File: src/verilog/tnoc_defs.svh
`ifndef TNOC_DEFS_SVH
`define TNOC_DEFS_SVH

// flit payload
`define TNOC_DATA_WIDTH 32
`define TNOC_SRC_WIDTH  4

// merge stage shape
`define TNOC_ENTRIES    2
`define TNOC_FIFO_DEPTH 4

`endif

File: src/verilog/tnoc_pkg.sv
`include "tnoc_defs.svh"

package tnoc_pkg;

  typedef logic [`TNOC_SRC_WIDTH-1:0]  tnoc_src_id;
  typedef logic [`TNOC_DATA_WIDTH-1:0] tnoc_data;

  // single-flit packet carries both head and tail
  typedef struct packed {
    logic       head;
    logic       tail;
    tnoc_src_id src_id;
    tnoc_data   data;
  } tnoc_flit;

  //////////////////////////////
  // flit helpers
  //////////////////////////////

  function automatic logic is_header_flit(tnoc_flit flit);
    return flit.head;
  endfunction

  function automatic logic is_tail_flit(tnoc_flit flit);
    return flit.tail;
  endfunction

endpackage

File: src/verilog/tnoc_flit_if.sv
`timescale 1ns/1ns

`include "tnoc_defs.svh"

interface tnoc_flit_if;
  import tnoc_pkg::*;

  logic     valid;
  logic     ready;
  tnoc_flit flit;
  logic     ack;                // transfer on this edge

  assign ack = valid && ready;

  modport initiator (
    output valid,
    output flit,
    input  ready,
    input  ack
  );

  modport target (
    input  valid,
    input  flit,
    output ready,
    input  ack
  );

endinterface

File: src/verilog/tnoc_flit_fifo.sv
`timescale 1ns/1ns

`include "tnoc_defs.svh"

module tnoc_flit_fifo #(
  parameter type FLIT_T = tnoc_pkg::tnoc_flit,
  parameter int  DEPTH  = `TNOC_FIFO_DEPTH
)(
  input  logic           clk,
  input  logic           arst_n,
  input  logic           push_valid,
  output logic           push_ready,
  input  FLIT_T          push_data,
  tnoc_flit_if.initiator pop_if
);

  localparam int PTR_W = (DEPTH > 1) ? $clog2(DEPTH) : 1;
  localparam int CNT_W = $clog2(DEPTH + 1);

  FLIT_T            mem [DEPTH];
  logic [PTR_W-1:0] wr_ptr;
  logic [PTR_W-1:0] rd_ptr;
  logic [CNT_W-1:0] count;
  logic             push;

  function automatic logic [PTR_W-1:0] next_ptr(logic [PTR_W-1:0] ptr);
    return (ptr == PTR_W'(DEPTH - 1)) ? '0 : ptr + 1'b1;
  endfunction

  assign push_ready   = (count != CNT_W'(DEPTH)); // low only when full
  assign push         = push_valid && push_ready;
  assign pop_if.valid = (count != '0);
  assign pop_if.flit  = mem[rd_ptr];              // head entry, no bypass

//////////////////////////////
// storage
//////////////////////////////

  always_ff @(posedge clk) begin
    if (push) begin
      mem[wr_ptr] <= push_data;
    end
  end

//////////////////////////////
// pointers and count
//////////////////////////////

  always_ff @(posedge clk or negedge arst_n) begin
    if (!arst_n) begin
      wr_ptr <= '0;
      rd_ptr <= '0;
      count  <= '0;
    end else begin
      if (push) begin
        wr_ptr <= next_ptr(wr_ptr);
      end
      if (pop_if.ack) begin
        rd_ptr <= next_ptr(rd_ptr);
      end
      case ({push, pop_if.ack})
        2'b10:   count <= count + 1'b1;
        2'b01:   count <= count - 1'b1;
        default: count <= count; // idle or push and pop together
      endcase
    end
  end

  ap_count_bound: assert property (
    @(posedge clk) disable iff (!arst_n)
    count <= CNT_W'(DEPTH)
  );

  // read side keeps its offer until taken
  ap_pop_hold: assert property (
    @(posedge clk) disable iff (!arst_n)
    (pop_if.valid && !pop_if.ready) |=> (pop_if.valid && $stable(pop_if.flit))
  );

endmodule

File: src/verilog/tnoc_flit_if_arbiter.sv
`timescale 1ns/1ns

`include "tnoc_defs.svh"

module tnoc_flit_if_arbiter #(
  parameter int ENTRIES = `TNOC_ENTRIES
)(
  input  logic           clk,
  input  logic           arst_n,
  tnoc_flit_if.target    flit_in_if[ENTRIES],
  tnoc_flit_if.initiator flit_out_if
);
  import tnoc_pkg::*;

  logic [ENTRIES-1:0] request;
  logic [ENTRIES-1:0] free;
  logic [ENTRIES-1:0] grant;
  logic [ENTRIES-1:0] in_valid;
  tnoc_flit           in_flit [ENTRIES];
  logic [ENTRIES-1:0] open_grant;   // owner of a packet still in flight

//////////////////////////////
// request and free
//////////////////////////////

  for (genvar i = 0; i < ENTRIES; i++) begin : g_in
    assign request[i] = flit_in_if[i].valid && is_header_flit(flit_in_if[i].flit);
    assign free[i]    = flit_in_if[i].ack && is_tail_flit(flit_in_if[i].flit);
    assign in_valid[i] = flit_in_if[i].valid;
    assign in_flit[i]  = flit_in_if[i].flit;
    assign flit_in_if[i].ready = grant[i] && flit_out_if.ready; // losers see ready low
  end

  tnoc_round_robin_arbiter #(
    .REQUESTS (ENTRIES)
  ) u_arbiter (
    .clk     (clk),
    .arst_n  (arst_n),
    .request (request),
    .free    (free),
    .grant   (grant)
  );

//////////////////////////////
// output mux
//////////////////////////////

  always_comb begin
    flit_out_if.valid = 1'b0;
    flit_out_if.flit  = '0;
    for (int i = 0; i < ENTRIES; i++) begin
      if (grant[i]) begin
        flit_out_if.valid = in_valid[i];
        flit_out_if.flit  = in_flit[i];
      end
    end
  end

  // tracks packets from the output side, independent of the lock
  always_ff @(posedge clk or negedge arst_n) begin
    if (!arst_n) begin
      open_grant <= '0;
    end else if (flit_out_if.ack) begin
      open_grant <= is_tail_flit(flit_out_if.flit) ? '0 : grant;
    end
  end

  ap_no_switch: assert property (
    @(posedge clk) disable iff (!arst_n)
    (open_grant != '0) |-> (grant == open_grant)
  );

endmodule

File: src/verilog/tnoc_flit_merge_top.sv
`timescale 1ns/1ns

`include "tnoc_defs.svh"

module tnoc_flit_merge_top (
  input  logic               clk,
  input  logic               arst_n,
  input  logic               in_valid [`TNOC_ENTRIES],
  output logic               in_ready [`TNOC_ENTRIES],
  input  tnoc_pkg::tnoc_flit in_flit  [`TNOC_ENTRIES],
  output logic               out_valid,
  input  logic               out_ready,
  output tnoc_pkg::tnoc_flit out_flit
);

  tnoc_flit_if fifo_if [`TNOC_ENTRIES] ();  // fifo heads into the arbiter
  tnoc_flit_if out_if ();

//////////////////////////////
// input buffers
//////////////////////////////

  for (genvar i = 0; i < `TNOC_ENTRIES; i++) begin : g_fifo
    tnoc_flit_fifo #(
      .FLIT_T (tnoc_pkg::tnoc_flit),
      .DEPTH  (`TNOC_FIFO_DEPTH)
    ) u_fifo (
      .clk        (clk),
      .arst_n     (arst_n),
      .push_valid (in_valid[i]),
      .push_ready (in_ready[i]),
      .push_data  (in_flit[i]),
      .pop_if     (fifo_if[i])
    );
  end

//////////////////////////////
// packet arbitration
//////////////////////////////

  tnoc_flit_if_arbiter #(
    .ENTRIES (`TNOC_ENTRIES)
  ) u_arbiter (
    .clk         (clk),
    .arst_n      (arst_n),
    .flit_in_if  (fifo_if),
    .flit_out_if (out_if)
  );

  assign out_valid    = out_if.valid;
  assign out_flit     = out_if.flit;
  assign out_if.ready = out_ready;   // back-pressure into the granted fifo

endmodule

File: src/verilog/tnoc_round_robin_arbiter.sv
`timescale 1ns/1ns

`include "tnoc_defs.svh"

module tnoc_round_robin_arbiter #(
  parameter int REQUESTS = `TNOC_ENTRIES
)(
  input  logic                clk,
  input  logic                arst_n,
  input  logic [REQUESTS-1:0] request,
  input  logic [REQUESTS-1:0] free,
  output logic [REQUESTS-1:0] grant
);

  logic [REQUESTS-1:0] pointer;   // one-hot, highest priority
  logic [REQUESTS-1:0] lock;      // held grant, zero when idle
  logic [REQUESTS-1:0] new_grant;

//////////////////////////////
// priority pick
//////////////////////////////

  // first request at or after the pointer, wrapping around
  always_comb begin : pick
    logic [2*REQUESTS-1:0] double_req;
    logic [2*REQUESTS-1:0] double_grant;
    double_req   = {request, request};
    double_grant = double_req & ~(double_req - {{REQUESTS{1'b0}}, pointer});
    new_grant    = double_grant[REQUESTS-1:0] | double_grant[2*REQUESTS-1:REQUESTS];
  end

  assign grant = (lock != '0) ? lock : new_grant;

//////////////////////////////
// lock and pointer
//////////////////////////////

  always_ff @(posedge clk or negedge arst_n) begin
    if (!arst_n) begin
      pointer <= REQUESTS'(1);
      lock    <= '0;
    end else if ((grant & free) != '0) begin
      lock    <= '0;
      pointer <= {grant[REQUESTS-2:0], grant[REQUESTS-1]}; // one past winner
    end else if (lock == '0) begin
      lock    <= new_grant;
    end
  end

  ap_grant_onehot: assert property (
    @(posedge clk) disable iff (!arst_n)
    $onehot0(grant)
  );

endmodule
File: config.mk
export PLATFORM = sky130hd
export DESIGN_NAME = tnoc_flit_merge_top
export DESIGN_NICKNAME = d
export VERILOG_FILES = /design/src/verilog/tnoc_pkg.sv /design/src/verilog/tnoc_flit_if.sv /design/src/verilog/tnoc_flit_fifo.sv /design/src/verilog/tnoc_flit_if_arbiter.sv /design/src/verilog/tnoc_flit_merge_top.sv /design/src/verilog/tnoc_round_robin_arbiter.sv
export VERILOG_INCLUDE_DIRS = /design/src /design/src/verilog
export SDC_FILE = /design/constraint.sdc
export NUM_CORES = 1
export LEC_CHECK = 0
export ABC_AREA = 1
export BUFFER_PORTS_ARGS = -buffer_cell sky130_fd_sc_hd__buf_4
export CAP_MARGIN = 5
export CORE_MARGIN = 3
export CORE_UTILIZATION = 55
export CTS_CLUSTER_DIAMETER = 30
export CTS_CLUSTER_SIZE = 25
export DETAILED_ROUTE_END_ITERATION = 10
export MAX_ROUTING_LAYER = met4
export PLACE_DENSITY_LB_ADDON = 0.08
export SLEW_MARGIN = 20
export SYNTH_ARGS = -nofsm -noshare
export SYNTH_HDL_FRONTEND = slang
export SYNTH_SLANG_ARGS = --single-unit
export TNS_END_PERCENT = 5
File: constraint.sdc
create_clock -name clk -period 4.4 [get_ports clk]
set_clock_uncertainty 0.15 [all_clocks]
set_input_delay 0.44 -clock clk [delete_from_list [all_inputs] [get_ports clk]]
set_output_delay 0.44 -clock clk [all_outputs]
set_load 0.03 [all_outputs]
==> run_results.csv <==
group,metric,value,unit
timing,rsz0062_at_grt,"no",
synth,synthSimpleGateAreaFrac,9.876,%
clocking,clk_path_buf_depth,3,
synth,syn_nets,1153,
clocking,clk_pin_slew,0.05,ns
timing,fmax,0.2426,GHz
place,dp_hpwl,17.62,mm
grt,grt_overflow,0,
synth,synth-seq-cells,322,
route,vias,8857,
route,wl,30.22,mm
synth,synth_compound_gate_area_share,10.95,%
route,drtAntennaViolNets,0,
synth,synthAdderAreaFrac,1.712,%
power,ir_drop,0.7662,mV
run_status,outcome,"complete, no violations",
power,leakagePower,6.228,nW
synth,yosysSeqAreaShare,73.63,%
route,wl_per_cell,18.62,um
final_layout,antenna_cells,0,
setup_path,required,3.81,ns
final_layout,drive_above_1_share,18.47,%
grt,antenna_found_initial,0,
synth,synth_largest_area_cell,"edfxtp_1",
synth,synth_area_leaders,"edfxtp_1, nor2_1, o21ai_0, dfrtp_1, a21oi_1",
setup_path,ff2ff_path_depth,16,
synth,yosysWarnings,0,
power,pwr-share-clk,28.9,%
floorplan,die-area,0.02554,sq mm
timing,fin_crit_sh,93.68,%
place,place.gp.congestion,0.8291,
power,p_sw,0.005499,W
synth,yosysMostFrequentCell,"edfxtp_1",
grt,grt_pass1_wl,46.98,mm
synth,yosysTopAreaCellShare,70.16,%
floorplan,ios,122,
route,drt_iter0_drc,726,
setup_path,critPathCapture,"out_flit[2]",
timing,timing.final.hold_violations,0,
synth,ys_types,27,
setup_path,cp_max_fo,24,
place,place_inst,1447,
synth,async_reset_ff_share,5.590,%
power,powerDensity,829.8,mW/mm^2
setup_path,worstSetupEndpointType,"output pin",
clocking,htree_levels,2,
synth,synth-xor-area-share,0.2693,%
synth,muxShareOfSynthArea,0,%
timing,finalSetupViolCount,0,
synth,synth_top_family_by_area,"compound AO/OA/AOI/OAI gates",
floorplan,die_w,159.8,um
timing,timing.setup.tns,0,ns
synth,synth_area_per_cell,12.32,sq um
final_layout,nets,1364,
setup_path,r2r-start,"g_fifo[1].u_fifo.rd_ptr[0]$_DFFE_PN0P_",
synth,synthTopCellsByCount,"edfxtp_1, nor2_1, o21ai_0",
synth,synth_edf_count,304,
power,power_frac_seq,30.6,%
place,numPortBuffers,121,
clocking,cts_sinks,322,
power,combPwrFrac,40.5,%
power,p_int,0.008435,W
grt,grt_use_total,24.10,%
power,swShare,39.46,%
clocking,cts_made_buffers,54,
setup_path,start_kind,"flop",
grt,grt_pass1_vias,8672,
synth,synth_area,0.01301,sq mm
floorplan,initial_utilization,56.78,%
setup_path,cp-startpoint,"g_fifo[1].u_fifo.rd_ptr[0]$_DFFE_PN0P_",
clocking,clk_latency,0.54,ns
floorplan,rows,55,
setup_path,arrival,3.53,ns
route,via_per_inst,5.457,
timing,worstMarginPinSlew,0.9002,ns
floorplan,coreArea,0.02292,sq mm
timing,maxSlewHeadroom,39.84,%
clocking,cts-root-buf,"clkbuf_16",
timing,min_period,4.122,ns
job,maxCapViolCount,0,
setup_path,rrSetupSlack,0.63,ns
worst_hold_path,hp-class,"primary input to flop",
timing,drv_slew,0,
route,dr.pass1.iters,5,
clocking,cts_tree,"built",
floorplan,die_y,159.8,um
setup_path,r2r_end,"g_fifo[0].u_fifo.count[2]$_DFFE_PN0P_",
grt,grt_max_degree,74,
synth,synth_ff_type,"edfxtp_1",
final_layout,fin_cells,1623,
setup_path,critPathKind,"flop to output pin",
route,drc,0,
synth,synth_cells,1056,
final_layout,synthToLayoutAreaGrowth,29.05,%
cell families (layout without fill, tap and decap cells):
family	Yosys count	count (layout)
AND/OR/NAND/NOR	329	329
XOR/XNOR	4	4
adder cells (fa/ha/maj)	16	16
AO/OA/AOI/OAI	275	275
flip-flops	322	322
buffers and inverters	110	364
how the worst min path moves through the flow:
stage	from	cells after the start	end
finish	out_ready	4	g_fifo[0].u_fifo.rd_ptr[0]$_DFFE_PN0P_
global placement	arst_n	1	g_fifo[0].u_fifo.wr_ptr[1]$_DFFE_PN0P_
CTS	out_ready	4	g_fifo[0].u_fifo.rd_ptr[0]$_DFFE_PN0P_
detailed placement	arst_n	1	g_fifo[0].u_fifo.wr_ptr[1]$_DFFE_PN0P_
global route	out_ready	4	g_fifo[0].u_fifo.rd_ptr[0]$_DFFE_PN0P_
floorplan	arst_n	0	g_fifo[0].u_fifo.count[0]$_DFFE_PN0P_
cell type report:
class / instances / area, sq um
Timing Repair Buffer: 217 / 1822
Sequential cell: 322 / 9583
Clock inverter: 35 / 382.9
Tap cell: 313 / 391.6
Clock buffer: 64 / 1399
Inverter: 48 / 180.2
Fill cell: 1535 / 6125
Multi-Input combinational cell: 624 / 3033
state kept, by name (all words and copies together) (netlist names):
name                         flops
g_fifo.u_fifo.mem              304
g_fifo.u_fifo.rd_ptr             4
u_arbiter.u_arbiter.lock         2
g_fifo.u_fifo.count              6
g_fifo.u_fifo.wr_ptr             4
u_arbiter.u_arbiter.pointer      2
worst max-delay path, cell delays in order, from the launching register on:
cell	delay, ns
dfrtp_2	0.56
inv_2	0.32
nand2_1	0.10
nand3_1	0.11
nand3_1	0.14
fa_1	0.39
o21ai_0	0.19
nor2_1	0.08
nor2_2	0.11
buf_4	0.30
a21oi_1	0.16
nor2_1	0.22
a31oi_1	0.09
buf_4	0.19
metal layers:
metal | track usage (%) | part of all wire (%) | vias up
met5 | - | 0 | -
met4 | 6.903 | 1.8 | 0
met3 | 3.554 | 6.5 | 48
met2 | 36.82 | 48 | 317
met1 | 34.39 | 44 | 4298
li1 | - | - | 4194
power groups by stage:
stage / Combinational (W) / Clock, W / Sequential (W)
after floorplan: 0.00363 / 0 / 0.00428
after global placement: 0.00549 / 0 / 0.00430
after detailed placement: 0.00555 / 0 / 0.00432
after CTS: 0.00564 / 0.00407 / 0.00427
after global routing: 0.00615 / 0.00421 / 0.00432
final: 0.00564 / 0.00403 / 0.00427
timing repair:
action | 4_1_cts | 5_1_grt
endpoints found under the hold margin | 322 | 0
setup endpoints to repair | 0 | 36
hold buffers | 77 | 0
buffers inserted | 0 | 0
gates resized for setup | 0 | 1
stage by stage:
| stage | total power (W) | setup WS (ns) | util (%) | hold slack, ns | instance area, sq um |
|---|---|---|---|---|---|
| floorplan | 0.007913 | 1.315 | - | -0.005591 | 13010 |
| global placement | 0.009798 | 0.7504 | 62.11 | 0.1835 | 14230 |
| detailed placement | 0.009861 | 0.6663 | 62.11 | 0.1838 | 14230 |
| CTS | 0.01398 | 0.2082 | 73.25 | 0.1314 | 16790 |
| global route | 0.01468 | 0.002597 | 73.27 | 0.1627 | 16790 |
| finish | 0.01393 | 0.2783 | 73.27 | 0.1493 | 16790 |
cells in the final DEF, fill, tap and decap left out:
master	instances
clkbuf_16	54
nor2_4	8
dfstp_2	1
dfrtp_1	15
o21ai_0	149
a22oi_1	1
clkinv_1	9
buf_4	140
dfrtp_2	2
fa_1	3
ha_1	13
nand4_4	1
nand2_2	1
a31oi_1	20
nand2_4	1
nor2_1	223
bufinv_16	7
nand2_1	76
edfxtp_1	304
inv_6	5
nor2_2	2
clkbuf_1	9
clkinv_2	8
xor2_1	2
a21oi_1	65
clkinv_4	1
o21ai_1	23
clkinv_8	1
clkbuf_8	1
inv_2	5
nand3_1	16
xnor2_1	2
inv_1	43
clkinvlp_4	4
dlygate4sd3_1	77
o22ai_1	17
nand4_1	1
Power figures use the tool's default switching activity.
